==> config.mk <==
export PLATFORM = sky130hd
export DESIGN_NAME = load_align
export DESIGN_NICKNAME = d
export VERILOG_FILES = /design/src/source/mem_pkg.sv /design/src/source/load_align.sv
export VERILOG_INCLUDE_DIRS = /design/src /design/src/source
export SDC_FILE = /design/constraint.sdc
export NUM_CORES = 1
export LEC_CHECK = 0
export CELL_PAD_IN_SITES_DETAIL_PLACEMENT = 1
export CELL_PAD_IN_SITES_GLOBAL_PLACEMENT = 1
export CORE_MARGIN = 10
export CORE_UTILIZATION = 40
export DETAILED_ROUTE_END_ITERATION = 8
export DONT_BUFFER_PORTS = 1
export PLACE_DENSITY = 0.74
export SKIP_CTS_REPAIR_TIMING = 1
export SLEW_MARGIN = 10
export SYNTH_ARGS = -nofsm -noshare
export SYNTH_HDL_FRONTEND = slang
export SYNTH_SLANG_ARGS = --single-unit
==> constraint.sdc <==
create_clock -name clk -period 1.7 [get_ports clk]
set_clock_uncertainty 0.15 [all_clocks]
set_input_delay 0.17 -clock clk [delete_from_list [all_inputs] [get_ports clk]]
set_output_delay 0.17 -clock clk [all_outputs]
set_load 0.005 [all_outputs]
==> src/source/riscv_macros.svh <==
`ifndef RISCV_MACROS_SVH
`define RISCV_MACROS_SVH

// data and address word width
`define XLEN 32

// data memory size in 32-bit words
`define MEM_DEPTH_WORDS 256

// cycles from a read request edge to mem_ready
`define MEM_READ_LATENCY 3

// byte lanes per word
`define XLEN_BYTES (`XLEN / 8)

// halfword lanes per word
`define XLEN_HALVES (`XLEN / 16)

`endif

==> src/source/mem_pkg.sv <==
`default_nettype none

`include "riscv_macros.svh"

package mem_pkg;

    // load and store access width
    typedef enum logic [1:0] {
        size_byte = 2'b00,
        size_half = 2'b01,
        size_word = 2'b10
    } access_size_t;

    // one memory word, seen whole or by lanes
    // bytes[0] and halves[0] sit in the low bits
    typedef union packed {
        logic [`XLEN-1:0]                  word;
        logic [`XLEN_BYTES-1:0][7:0]       bytes;
        logic [`XLEN_HALVES-1:0][15:0]     halves;
    } mem_word_u;

endpackage

`default_nettype wire

==> src/source/load_align.sv <==
`default_nettype none
`timescale 1ns/10ps

`include "riscv_macros.svh"

module load_align
import mem_pkg::*;
(
    input  logic              clk,
    input  logic              rstN,
    input  logic              mem_read,
    input  access_size_t      access_size,
    input  logic              load_unsigned,
    input  logic [1:0]        addr_offset,
    input  logic [`XLEN-1:0]  read_data,
    output logic [`XLEN-1:0]  load_data
);

    access_size_t size_q;
    logic [1:0] offset_q;
    logic unsigned_q;
    mem_word_u rd_word;
    logic [7:0] byte_lane;
    logic [15:0] half_lane;

    // attributes of the load in flight
    always_ff @(posedge clk or negedge rstN) begin
        if (!rstN) begin
            size_q     <= size_word;
            offset_q   <= 2'b00;
            unsigned_q <= 1'b0;
        end else if (mem_read) begin
            size_q     <= access_size;
            offset_q   <= addr_offset;
            unsigned_q <= load_unsigned;
        end
    end

    assign rd_word.word = read_data;
    assign byte_lane    = rd_word.bytes[offset_q];
    assign half_lane    = rd_word.halves[offset_q[1]];

    // lane select, then sign or zero extend
    always_comb begin
        case (size_q)
            size_byte: load_data = {{(`XLEN-8){byte_lane[7] & ~unsigned_q}}, byte_lane};
            size_half: load_data = {{(`XLEN-16){half_lane[15] & ~unsigned_q}}, half_lane};
            default:   load_data = rd_word.word;
        endcase
    end

    assert property (@(posedge clk) disable iff (!rstN)
        (mem_read && access_size == size_half) |-> !addr_offset[0]);

endmodule

`default_nettype wire

==> impl_results.md <==
- FFs w/ async S/R, synth: 1.00
- Hold WC Path Type: in -> async
- Die ar.: about 0.0047 sq mm
- Post-Syn Area: about 930 sq um
- Reg2reg setup slack: roughly 0.55 ns
- Num CTS Buffers: 3
- Drt wl/cell: approximately 28 um
- Total power: 893 uW
- Critical Path End Type: output port
- TritonCTS clock tree: yes
- Post-synth EDFFs: 0
- Synth top area share: 0.108
- Max rail drop VDD: 0.551 mV
- Warnings from Yosys: 0
- Sink Count: 5
- # port buffers: 0
- Failing checks: negative setup slack
- Drt via density: about 6.5
- Synth Instances: roughly 100
- CP required: approximately 1.4 ns
- Drt drc: 0
- Fin crit period: 2.03 ns
- Clk Latency, worst-skew pair: roughly 0.26 ns
- Routed wire length: around 4400 um
- Worst-margin pin slew: 0.411 ns
- Main area contributors after synthesis: dfrtp_1, nand2_1, mux2i_1, o21ai_2, a221o_1
- Clk slew on worst S/H paths: around 0.060 ns
- Top_reg_cell synth: dfrtp_1
- CTS max path bufs: 2
- Slew HR: 0.726
- Row cnt: 17
- Drt first-iter violations: 42
- Area leader, netlist: dfrtp_1
- Layout cells sized above 1: 0.504
- Clock root cell: clkbuf_4
- Most frequent cells in the layout: nand2_1, buf_4, o21ai_4
- CP Class: reg -> out
- H-Tree Depth: 1
- Power density over cell area: 660 mW/mm^2
- Status: finished, violations left
- Net Count, Synth: between 100 and 150
- Endpoints failing setup: 32
- Vias: 1,010
- Max-capacitance violation count: 0
- Register Area: about 130 sq um
- DP HPWL: between 2000 and 3000 um
- Worst reg2reg path depth: 4
- Die Y: between 60 and 70 um
- Synth cell types: 26
- DRT Pass-1 Iters: 4
- Global-route wire length before repair: 5310 um
- Setup ws final: -0.331 ns
- Via count of the first global-routing pass: between 1,000 and 1,500
- Area Growth Syn to Fin: 45.6%
- Reg-to-Reg Start: offset_q[1]$_DFFE_PN0P_
- Synth Area per Inst: around 8.9 sq um
- Area of the multi-input gates: a little under 900 sq um
- Post-route ant nets: 0
- GRT Resource Usage Total: 0.149
- Core Region: 0.00221 sq mm
- Antenna diodes: 0
- Final hold violation count: 0
- Final GP Congestion: between 0.8 and 0.9
- Most common cell after layout, fill and taps aside: nand2_1
- Fin. max-slew vios: 0
- Max Clk Rate: slightly below 500 MHz
- RSZ-0062 raised after global routing: yes
- Initial antenna violation count: 0
- Filler Cell Count: between 200 and 250
- Yosys reg bits: 5
- CP arrival: 1.71 ns
- Largest net degree at the start of global routing: 17
- Total grt overflow: 0
- Die X: roughly 68 um
- Post-synthesis sequential area ratio: 0.136
- LEAKAGE: 0.529 nW
- Crit path max fanout: 8
- R2R Path End: offset_q[1]$_DFFE_PN0P_
- Ports: a little over 70
- Period Utilization, post-route: 1.19
- Setup TNS: -8.55 ns
- Final nets: 168
- Starting Density: 0.420
- Startpoint Class: flop
## critical path, stage by stage (launching register included)
cell     delay (ns)
dfrtp_1        0.40
mux4_2         0.53
nor3b_4        0.20
a221o_1        0.31
## final cells by class
| class | count | area share |
|---|---|---|
| repair buffers | 27 | 0.209 |
| clock buffers | 3 | 0.0166 |
| well taps | 28 | 0.0259 |
| flip-flops and latches | 5 | 0.0933 |
| clock inverters | 1 | 0.00370 |
| inverters | 1 | 0.00832 |
| multi-input cells | 90 | 0.643 |
## logic make-up after synthesis
logic type      Yosys count  synth area share
compound gates           42             0.410
buf+inv                  10            0.0942
flops                     5             0.136
mux                      15             0.186
simple gates             32             0.174
## synth_stat cells, types with 2 or more instances
cell      instances
a221o_1           8
a22o_2            8
buf_6             5
clkbuf_2          2
dfrtp_1           4
mux2_2            4
mux2i_1           9
nand2_1          25
o21ai_0           7
o21ai_2          10
o221a_1           3
o221a_2           5
## where the power goes
group	leakage, nW	switching (mW)	internal (mW)
sequential	0.0577	0.0167	0.133
clock	0.0177	0.0735	0.0867
combinational	0.453	0.293	0.290
## per-stage QoR
stage / area, sq um / setup WS [ns] / hold slack (ns) / utilization / cells
floorplan: 930 / 0.0413 / -0.276 / - / 104
global placement: 961 / 0.0483 / -0.275 / 0.434 / 132
detailed placement: 961 / 0.0126 / -0.275 / 0.434 / 132
CTS: 988 / -0.268 / -0.549 / 0.447 / 136
global route: 1350 / -0.367 / 0.0563 / 0.612 / 155
finish: 1350 / -0.331 / 0.0531 / 0.612 / 155
## per-layer routing
layer	GRT usage	part of all wire	vias up
met3	0.0587	0.11	10
met4	0.0804	0.020	0
met2	0.257	0.51	60
met1	0.152	0.36	487
li1	-	-	453
met5	0	0	-
## sequential cells by signal, summed over array words and instances (netlist names)
register,cells
offset_q,2
size_q,2
unsigned_q,1
## how the worst max path moves through the flow
stage / startpoint / to / depth (start not counted)
finish: offset_q[1]$_DFFE_PN0P_ / load_data[15] / 3
global route: offset_q[1]$_DFFE_PN0P_ / load_data[25] / 5
CTS: offset_q[1]$_DFFE_PN0P_ / load_data[14] / 3
detailed placement: offset_q[1]$_DFFE_PN0P_ / load_data[14] / 3
global placement: offset_q[1]$_DFFE_PN0P_ / load_data[13] / 3
floorplan: offset_q[1]$_DFFE_PN0P_ / load_data[10] / 3
Power figures use the tool's default switching activity.
