$ cat config.mk
export PLATFORM = sky130hd
export DESIGN_NAME = pipeline_register_mem_wb
export DESIGN_NICKNAME = d
export VERILOG_FILES = /design/src/source/pipeline_pkg.sv /design/src/source/pipeline_register_mem_wb.sv
export VERILOG_INCLUDE_DIRS = /design/src /design/src/source
export SDC_FILE = /design/constraint.sdc
export NUM_CORES = 1
export LEC_CHECK = 0
export BUFFER_PORTS_ARGS = -buffer_cell sky130_fd_sc_hd__buf_2
export CAP_MARGIN = 20
export CORE_MARGIN = 2
export CORE_UTILIZATION = 41
export DETAILED_ROUTE_END_ITERATION = 12
export PLACE_DENSITY = 0.82
export SYNTH_ARGS = -nofsm -noshare
export SYNTH_HDL_FRONTEND = slang
export SYNTH_SLANG_ARGS = --single-unit
export TNS_END_PERCENT = 5
$ cat constraint.sdc
create_clock -name clk -period 2 [get_ports clk]
set_clock_uncertainty 0.15 [all_clocks]
set_input_delay 0.4 -clock clk [delete_from_list [all_inputs] [get_ports clk]]
set_output_delay 0.4 -clock clk [all_outputs]
set_load 0.1 [all_outputs]
$ cat src/source/riscv_macros.svh
`ifndef RISCV_MACROS_SVH
`define RISCV_MACROS_SVH

// data and address word width
`define XLEN 32

// data memory size in 32-bit words
`define MEM_DEPTH_WORDS 256

// cycles from a read request edge to mem_ready
`define MEM_READ_LATENCY 3

// byte lanes per word
`define XLEN_BYTES (`XLEN / 8)

// halfword lanes per word
`define XLEN_HALVES (`XLEN / 16)

`endif

$ cat src/source/pipeline_pkg.sv
`default_nettype none

package pipeline_pkg;

    // architectural register names, abi order
    // zero doubles as "no destination"
    typedef enum logic [4:0] {
        zero, ra, sp, gp,
        tp, t0, t1, t2,
        s0, s1,
        a0, a1, a2, a3,
        a4, a5, a6, a7,
        s2, s3, s4, s5,
        s6, s7, s8, s9,
        s10, s11,
        t3, t4, t5, t6
    } regName_t;

    // writeback source select
    typedef enum logic {
        wb_alu  = 1'b0,
        wb_load = 1'b1
    } wb_src_t;

endpackage

`default_nettype wire

$ cat src/source/pipeline_register_mem_wb.sv
`default_nettype none
`timescale 1ns/10ps

`include "riscv_macros.svh"

module pipeline_register_mem_wb
import pipeline_pkg::*;
(
    input  logic              clk,
    input  logic              rstN,
    // control from the memory stage
    input  logic              reg_write_in,
    input  wb_src_t           wb_src_in,
    // data from the memory stage
    input  logic [`XLEN-1:0]  load_data_in,
    input  logic [`XLEN-1:0]  alu_result_in,
    input  regName_t          rd_in,
    // load handshake levels
    input  logic              mem_read_in,
    input  logic              mem_ready_in,
    // to writeback
    output logic              reg_write_out,
    output wb_src_t           wb_src_out,
    output logic [`XLEN-1:0]  load_data_out,
    output logic [`XLEN-1:0]  alu_result_out,
    output regName_t          rd_out
);

    typedef enum logic {
        st_idle,
        st_reading
    } load_state_t;

    load_state_t state, state_next;
    regName_t rd_next, hold_rd, hold_rd_next;
    logic reg_write_next, hold_reg_write, hold_reg_write_next;
    wb_src_t wb_src_next;

    // control path, with the held load substituted on ready
    always_ff @(posedge clk or negedge rstN) begin
        if (!rstN) begin
            state          <= st_idle;
            hold_rd        <= zero;
            hold_reg_write <= 1'b0;
            rd_out         <= zero;
            reg_write_out  <= 1'b0;
            wb_src_out     <= wb_alu;
        end else begin
            state          <= state_next;
            hold_rd        <= hold_rd_next;
            hold_reg_write <= hold_reg_write_next;
            rd_out         <= rd_next;
            reg_write_out  <= reg_write_next;
            wb_src_out     <= wb_src_next;
        end
    end

    always_ff @(posedge clk) begin
        load_data_out  <= load_data_in;
        alu_result_out <= alu_result_in;
    end

    always_comb begin
        state_next          = state;
        rd_next             = rd_in;
        reg_write_next      = reg_write_in;
        wb_src_next         = wb_src_in;
        hold_rd_next        = hold_rd;
        hold_reg_write_next = hold_reg_write;

        case (state)
            st_idle: begin
                if (mem_read_in) begin
                    // park the destination until the data shows up
                    rd_next             = zero;
                    hold_rd_next        = rd_in;
                    hold_reg_write_next = reg_write_in;
                    state_next          = st_reading;
                end
            end
            st_reading: begin
                if (mem_ready_in) begin
                    rd_next        = hold_rd;
                    reg_write_next = hold_reg_write;
                    wb_src_next    = wb_load;
                    state_next     = st_idle;
                end
            end
            default: state_next = st_idle;
        endcase
    end

    // memory only answers a load this register is waiting on
    assert property (@(posedge clk) disable iff (!rstN) (state == st_idle) |-> !mem_ready_in);

endmodule

`default_nettype wire

==> reports/metrics.cfg <==
[status]
status = completed

[sta]
tightestPinTransition_ps = 522.0
slew_violations = 0
hold_viol = 0
fin_ws_ps = 303.7
setup_viol = 0
tns_ps = 0
fmax_mhz = 589.5
timing.final.crit_share_pct = 84.82
rsz0062_at_grt = false
period_needed_ps = 1696
relSlewSlack_pct = 65.44

[grt]
grt_pass1_vias = 1531
grt_max_degree = 15
top_usage_layer = met2
grt_pass1_wl_um = 8162
grt_util_met1_pct = 20.51
grt_overflow_total = 0
grt_antenna_before_repair = 1
grtUsageTotal_pct = 22.43
gr-usage-met2_pct = 42.71
grtUsageMet3_pct = 8.472

[routing]
first_pass_iters = 4
routedWlPerCell_um = 18.24
antenna_violating_nets_post_route = 0
drtIter0Drc = 37
vias = 1612
totalWireLength_um = 6676
viasPerCell = 4.404
drc = 0

[synth]
synth_common_cells = dfxtp_1 (64), dfrtp_1 (14), mux2_4 (7), a22o_1 (4), mux2_2 (4)
synth.yosys.seq_area_share_pct = 85.73
synth_nets = 179
synth_area_um2 = 1903
synth_top_flop_cell = dfxtp_1
yosys_warnings = 0
synth_cell_types = 13
synthTopCellsByArea = dfxtp_1 (67%), dfrtp_1 (18%), mux2_4 (5.5%)
synth_most_common_cell = dfxtp_1
synth-seq-cells = 78
yosysTopAreaCell = dfxtp_1
synth_edf_count = 0
syn_avg_cell_area_um2 = 18.30
yosysTopAreaCellShare_pct = 67.32
async_reset_ff_share_pct = 17.95
netlist_instances = 104

[floorplanning]
die_x_um = 72.13
core_um2 = 4414
rows = 24
pin_count = 146
start_util_pct = 43.11
die-height_um = 72.13
die_area_um2 = 5203

[critical_path]
crit_buf_inv = 1
crit_path_max_fanout = 1
required_ps = 1450
critPathLaunchType = flop
cp_cell_sequence = buf_2
critPathKind = flop to output port
end_kind = output port
reg2reg_depth = 2
timing.rr.end = hold_rd[3]
timing.rr.start = state
slowest_stage = buf_2
reg2reg_slack_ps = 650
critPathMaxStageDelay_ps = 450
crit_family = buffers and inverters
cp.arrival_ps = 1150

[cts]
clock_latency_ps = 330
cts.reportedPaths.clkPinSlew_ps = 80
clock-root-buffer = clkbuf_8
cts_tree = done
cts_resized = 0
cts_sinks = 78
clockBufferDepth = 2
h-tree-depth = 3
cts_buffers = 9
ctsHoldBuffers = 27
cts_setup_buffers = 0

[pwr]
ir_worst_vdd_uv = 763.4
power_density_nw_per_um2 = 1197
leakage_nw = 1.731

[place]
place_hpwl_um = 3629
io_buffers = 145
dpl.cell_count = 298
routabilityCongestion = 0.7710
post_dp_cell_area_um2 = 2666
preCtsSetupSlack_ps = 602.2

[finish]
seq_area_um2 = 1632
final_cells = 366
post-route-util_pct = 76.93
multi_input_area_um2 = 244.0
area_growth_pct = 78.44
nets = 383
fill_cells = 251
final_area_um2 = 3396
drive_gt1_share_pct = 54.95

[worst_hold_path]
hp-start = alu_result_in[14]
holdPathStages = 1
hold_path.class = input port to flop
min_to = alu_result_out[14]

[job]
cap_violations = 0

flip-flops by register name, indices dropped and copies added, names as in the netlist:
name / flops
alu_result_out: 32
load_data_out: 32
hold_rd: 5
rd_out: 5
hold_reg_write: 1
reg_write_out: 1
state: 1
wb_src_out: 1
cell type report:
class	count	share of cell area, %
Sequential cell	78	48.05
Timing Repair Buffer	196	36.40
Multi-Input combinational cell	23	7.185
Clock buffer	12	4.901
Tap cell	52	1.916
Clock inverter	4	1.474
Antenna cell	1	0.07369
how the worst max path moves through the flow:
stage                     cells after the start               from  slack, ps                end
after floorplan                               0  alu_result_out[0]        540  alu_result_out[0]
after global placement                        3       mem_ready_in        630          rd_out[3]
after detailed placement                      3       mem_ready_in        600          rd_out[1]
after CTS                                     1          rd_out[0]        320          rd_out[0]
after global routing                          1  load_data_out[21]        270  load_data_out[21]
final                                         1  load_data_out[30]        300  load_data_out[30]
metrics by stage:
step	hold slack [ps]	total power, mW
floorplan	-45.59	2.562
global placement	151.3	2.739
detailed placement	161.1	2.752
CTS	0.4484	4.018
global route	-0.9289	4.204
finish	12.09	4.064
power by group:
group | internal (mW) | leakage, nW | total [mW] | switching (mW)
Sequential | 1.68 | 0.706 | 1.74 | 0.0568
Combinational | 0.259 | 0.912 | 1.07 | 0.813
Clock | 0.691 | 0.112 | 1.25 | 0.561
logic make-up (layout without fill, tap and decap cells):
| logic type | count (synthesis) | after routing | share of synthesized area, % |
|---|---|---|---|
| AO/OA/AOI/OAI | 5 | 5 | 2.103 |
| multiplexers | 13 | 13 | 8.941 |
| flip-flops | 78 | 78 | 85.73 |
| buffers and inverters | 3 | 212 | 1.446 |
| other | 0 | 1 | 0 |
| AND/OR/NAND/NOR | 5 | 5 | 1.774 |
placed cells by master (no fill, tap or decap), drive strengths merged:
cell type	count
nor2	1
buf	145
clkinv	1
nand2	1
clkbuf	12
bufinv	1
inv	2
nand2b	3
diode	1
mux2i	2
dfrtp	14
a22o	4
mux2	11
dfxtp	64
dlygate4sd3	51
a21oi	1
routing by layer:
layer  routed length [um]  share of wire, %
met2                 3648                55
met3                  512               7.7
met1                 2215                33
met5                    0                 0
met4                  299               4.5
(Power assumes the default switching activity.)
