<file path="src/source/riscv_macros.svh">
`ifndef RISCV_MACROS_SVH
`define RISCV_MACROS_SVH

// data and address word width
`define XLEN 32

// data memory size in 32-bit words
`define MEM_DEPTH_WORDS 256

// cycles from a read request edge to mem_ready
`define MEM_READ_LATENCY 3

// byte lanes per word
`define XLEN_BYTES (`XLEN / 8)

// halfword lanes per word
`define XLEN_HALVES (`XLEN / 16)

`endif

</file>
<file path="src/source/pipeline_pkg.sv">
`default_nettype none

package pipeline_pkg;

    // architectural register names, abi order
    // zero doubles as "no destination"
    typedef enum logic [4:0] {
        zero, ra, sp, gp,
        tp, t0, t1, t2,
        s0, s1,
        a0, a1, a2, a3,
        a4, a5, a6, a7,
        s2, s3, s4, s5,
        s6, s7, s8, s9,
        s10, s11,
        t3, t4, t5, t6
    } regName_t;

    // writeback source select
    typedef enum logic {
        wb_alu  = 1'b0,
        wb_load = 1'b1
    } wb_src_t;

endpackage

`default_nettype wire

</file>
<file path="src/source/writeback_regfile.sv">
`default_nettype none
`timescale 1ns/10ps

`include "riscv_macros.svh"

module writeback_regfile
import pipeline_pkg::*;
(
    input  logic              clk,
    input  logic              rstN,
    // from the MEM/WB register
    input  logic              reg_write,
    input  wb_src_t           wb_src,
    input  logic [`XLEN-1:0]  load_data,
    input  logic [`XLEN-1:0]  alu_result,
    input  regName_t          rd,
    // observation read port
    input  regName_t          rs_addr,
    output logic [`XLEN-1:0]  rs_data,
    // visible writeback
    output logic              wb_en,
    output logic [`XLEN-1:0]  wb_data
);

    logic [`XLEN-1:0] regs [32];

    // result select
    always_comb begin
        case (wb_src)
            wb_load: wb_data = load_data;
            default: wb_data = alu_result;
        endcase
    end

    // writes to zero are dropped
    assign wb_en = reg_write && (rd != zero);

    always_ff @(posedge clk or negedge rstN) begin
        if (!rstN) begin
            for (int i = 0; i < 32; i++) begin
                regs[i] <= '0;
            end
        end else if (wb_en) begin
            regs[rd] <= wb_data;
        end
    end

    // zero is hardwired
    always_comb begin
        if (rs_addr == zero) begin
            rs_data = '0;
        end else begin
            rs_data = regs[rs_addr];
        end
    end

endmodule

`default_nettype wire

</file>
<file path="config.mk">
export PLATFORM = sky130hd
export DESIGN_NAME = writeback_regfile
export DESIGN_NICKNAME = d
export VERILOG_FILES = /design/src/source/pipeline_pkg.sv /design/src/source/writeback_regfile.sv
export VERILOG_INCLUDE_DIRS = /design/src /design/src/source
export SDC_FILE = /design/constraint.sdc
export NUM_CORES = 2
export LEC_CHECK = 0
export BUFFER_PORTS_ARGS = -buffer_cell sky130_fd_sc_hd__buf_2
export CAP_MARGIN = 20
export CORE_AREA = 4 4 332 415
export CTS_CLUSTER_SIZE = 40
export DETAILED_ROUTE_END_ITERATION = 10
export DIE_AREA = 0 0 336 419
export GPL_ROUTABILITY_DRIVEN = 0
export PLACE_DENSITY_LB_ADDON = 0.05
export SLEW_MARGIN = 40
export SYNTH_ARGS = -nofsm -noshare
export SYNTH_HDL_FRONTEND = slang
export SYNTH_SLANG_ARGS = --single-unit
</file>
<file path="constraint.sdc">
create_clock -name clk -period 1.8 [get_ports clk]
set_input_delay 0.09 -clock clk [delete_from_list [all_inputs] [get_ports clk]]
set_output_delay 0.09 -clock clk [all_outputs]
set_load 0.005 [all_outputs]
</file>
==> flow_summary.json <==
{
  "path_max_fanout": 2,
  "dr_total_vias": 32040,
  "setup_viol": 32,
  "start_util_pct": 33.83,
  "critPathCaptureType": "output port",
  "path_clk_slew_ns": 0.07,
  "synth-seq-cells": 1024,
  "viasPerCell": 5.102,
  "multi_input_area_mm2": 0.01850,
  "cts-buffers-inserted": 111,
  "reg2reg_depth": 4,
  "cp_slowest_cell": "mux4_1",
  "critPathRequiredTime_ns": 1.71,
  "reg_top3": "regs (1024)",
  "min_period_over_period_pct": 141.9,
  "max_stage_delay_ns": 0.57,
  "die-area_mm2": 0.1408,
  "fmax_mhz": 391.6,
  "final_cells": 6280,
  "fin_skew_ns": 0,
  "status": "complete, but fails checks",
  "synthFlopType": "dfrtp_1",
  "n_fill_cell": 12760,
  "die_h_um": 419,
  "async_flop_share_pct": 100.0,
  "synth-edff-count": 0,
  "layout.nets": 4509,
  "yosysSeqAreaShare_pct": 56.68,
  "setup_tns_ns": -20.20,
  "syn_area_mm2": 0.04521,
  "synthesis.nets": 4191,
  "synth_cell_type_count": 47,
  "gr-total-overflow": 0,
  "hp-class": "in2reg",
  "critPathArrivalTime_ns": 2.46,
  "holdPathStages": 5,
  "startpoint_type": "flop",
  "wl_mm": 164.9,
  "p_per_area_mw_per_mm2": 1180,
  "cts_tree": "built",
  "worstSkewPairLatency_ns": 0.73,
  "grt_max_degree": 99,
  "avgRoutedWirePerCell_um": 26.26,
  "max_slew_margin_pct": 54.73,
  "ant_nets": 0,
  "min_period_ns": 2.554,
  "hpwl_mm": 106.4,
  "grt_antenna_before_repair": 5,
  "largest_register_ffs": 1024,
  "grt_setup_unrepaired": "yes",
  "grt.total_usage_pct": 23.58,
  "ioPinCount": 143,
  "cp-startpoint": "regs[598]$_DFFE_PN0P_",
  "clockBufferDepth": 3,
  "port_buffers": 142,
  "grt_pass1_vias": 33060,
  "crit_type": "reg2out",
  "hold_viol_final": 0,
  "drc": 0,
  "violations": "setup timing",
  "timing.critical_path.cells": "mux4_1, a211oi_2, a311oi_2, buf_4, buf_2",
  "drt_iter0_drc": 2215,
  "power.leakage_nw": 25.36,
  "cts-root-buf": "clkbuf_16",
  "r2r-end": "regs[591]$_DFFE_PN0P_",
  "cts_max_level": 3,
  "drt_pass1_iterations": 5,
  "regMostFlops": "regs",
  "worstReg2RegStart": "regs[591]$_DFFE_PN0P_",
  "synth.yosys.warnings": 0,
  "grt_pass1_wl_mm": 239.8,
  "ir_drop_mv": 0.8310,
  "num_rows": 150,
  "final_layout_size_suffix_gt1_share_pct": 25.75,
  "synth.avg_cell_area_um2": 10.99,
  "seq_area_mm2": 0.02562,
  "clock_sinks": 1024,
  "maxCapViolCount": 0,
  "netlist_instances": 4113,
  "worstMarginPinSlew_ns": 0.6768,
  "endpoint": "rs_data[22]",
  "drv_slew": 0,
  "post-place-cells": 5967,
  "core_mm2": 0.1336,
  "area_delta_synth_final_pct": 26.53,
  "r2r_setup_slack_ns": 0.48,
  "fin_ws_ns": -0.7537,
  "die_w_um": 336
}
[worst min-delay path by stage]
stage / startpoint / endpoint / slack (ns)
finish: load_data[20] / regs[532]$_DFFE_PN0P_ / 0.06
global route: load_data[20] / regs[532]$_DFFE_PN0P_ / 0.04
CTS: load_data[20] / regs[628]$_DFFE_PN0P_ / 0.002
floorplan: rstN / regs[0]$_DFFE_PN0P_ / -0.21
detailed placement: rstN / regs[417]$_DFFE_PN0P_ / 0.03
global placement: rstN / regs[289]$_DFFE_PN0P_ / 0.03
[power by group]
group | internal [mW] | switching (mW)
Combinational | 6.36 | 6.15
Sequential | 28.0 | 2.64
Clock | 14.4 | 10.0
[through the flow]
step	worst slack (ns)	total power [mW]	util, %	hold slack [ns]	instance area [um^2]
after global routing	-0.8057	71.11	42.80	0.04399	57190
after floorplan	0.3761	37.72	-	-0.2056	45210
after detailed placement	-0.6546	42.63	38.53	0.03118	51480
after CTS	-0.8132	68.03	42.54	0.001669	56840
after global placement	-0.8584	42.33	38.51	0.03324	51460
final	-0.7537	67.48	42.80	0.05667	57200
[layout by cell type, fill, tap and decap left out, types with 17 or more instances in the layout]
cell type / count
a21oi_1: 544
clkbuf_1: 19
inv_1: 32
clkbuf_16: 113
nor2_1: 546
dfrtp_1: 1024
a211oi_2: 23
o21ai_1: 27
buf_12: 170
a22oi_1: 29
a311oi_2: 17
dlygate4sd3_1: 68
mux2i_4: 33
mux2i_1: 61
nand2_1: 466
o21ai_0: 448
nor2b_1: 25
buf_4: 251
mux4_1: 32
o21ai_2: 21
mux4_2: 192
mux2_4: 17
clkbuf_8: 33
buf_2: 131
clkinv_2: 26
[cell usage after synthesis (33+ instances only)]
library cell	n	area (um^2)
clkbuf_1	250	938.4
dfrtp_1	1024	25620
o21ai_0	456	2282
mux4_2	160	3603
a21oi_1	544	2723
nand2_1	477	1790
mux4_1	64	1682
o21ai_1	47	235.2
nor2_1	546	2049
nor2b_1	33	206.5
buf_4	34	255.2
mux2i_1	96	960.9
buf_2	110	550.5
[area by class of cell]
cell class	count	area share, %
sequential	1024	44.80
multi-input combinational	2626	32.34
timing repair buffer	635	11.98
clock buffer	164	5.819
tap	1748	3.824
clock inverter	46	0.9997
inverter	33	0.2209
antenna	4	0.01750
[worst max-delay path: cells and delay by family (launching register included)]
| kind | cells | cell delay, ns |
|---|---|---|
| mux | 1 | 0.57 |
| compound gates | 2 | 0.42 |
| flops | 1 | 0.38 |
| buf+inv | 2 | 0.36 |
[routing by layer]
metal  up-vias  part of all wire, %  global-route usage, %  routed length [um]
met5         -                0.013                      0                  22
met4         4                  2.1                  5.613                3431
met3       169                  3.6                  3.291                5878
met2       508                   48                  39.25               79700
met1     16340                   46                  32.76               75870
li1      15020                    -                      -                   -
[cell families (layout without fill, tap and decap cells)]
kind of cell	Yosys count	in the layout	share of synthesized area, %
mux	352	352	14.61
buf+inv	463	878	4.949
simple gates	1098	1098	9.842
compound gates	1176	1176	13.91
other cells	0	4	0
flops	1024	1024	56.68
[repair_timing]
action                                  4_1_cts  5_1_grt
endpoints found under the setup margin       32       34
hold endpoints to repair                   1999       29
resized for setup                           123       65
pin swaps                                    27       25
setup buffers                                 2       11
hold buffers                                 89        1
cloned                                        0        1
Note: power is estimated with default switching activity, not from simulation.
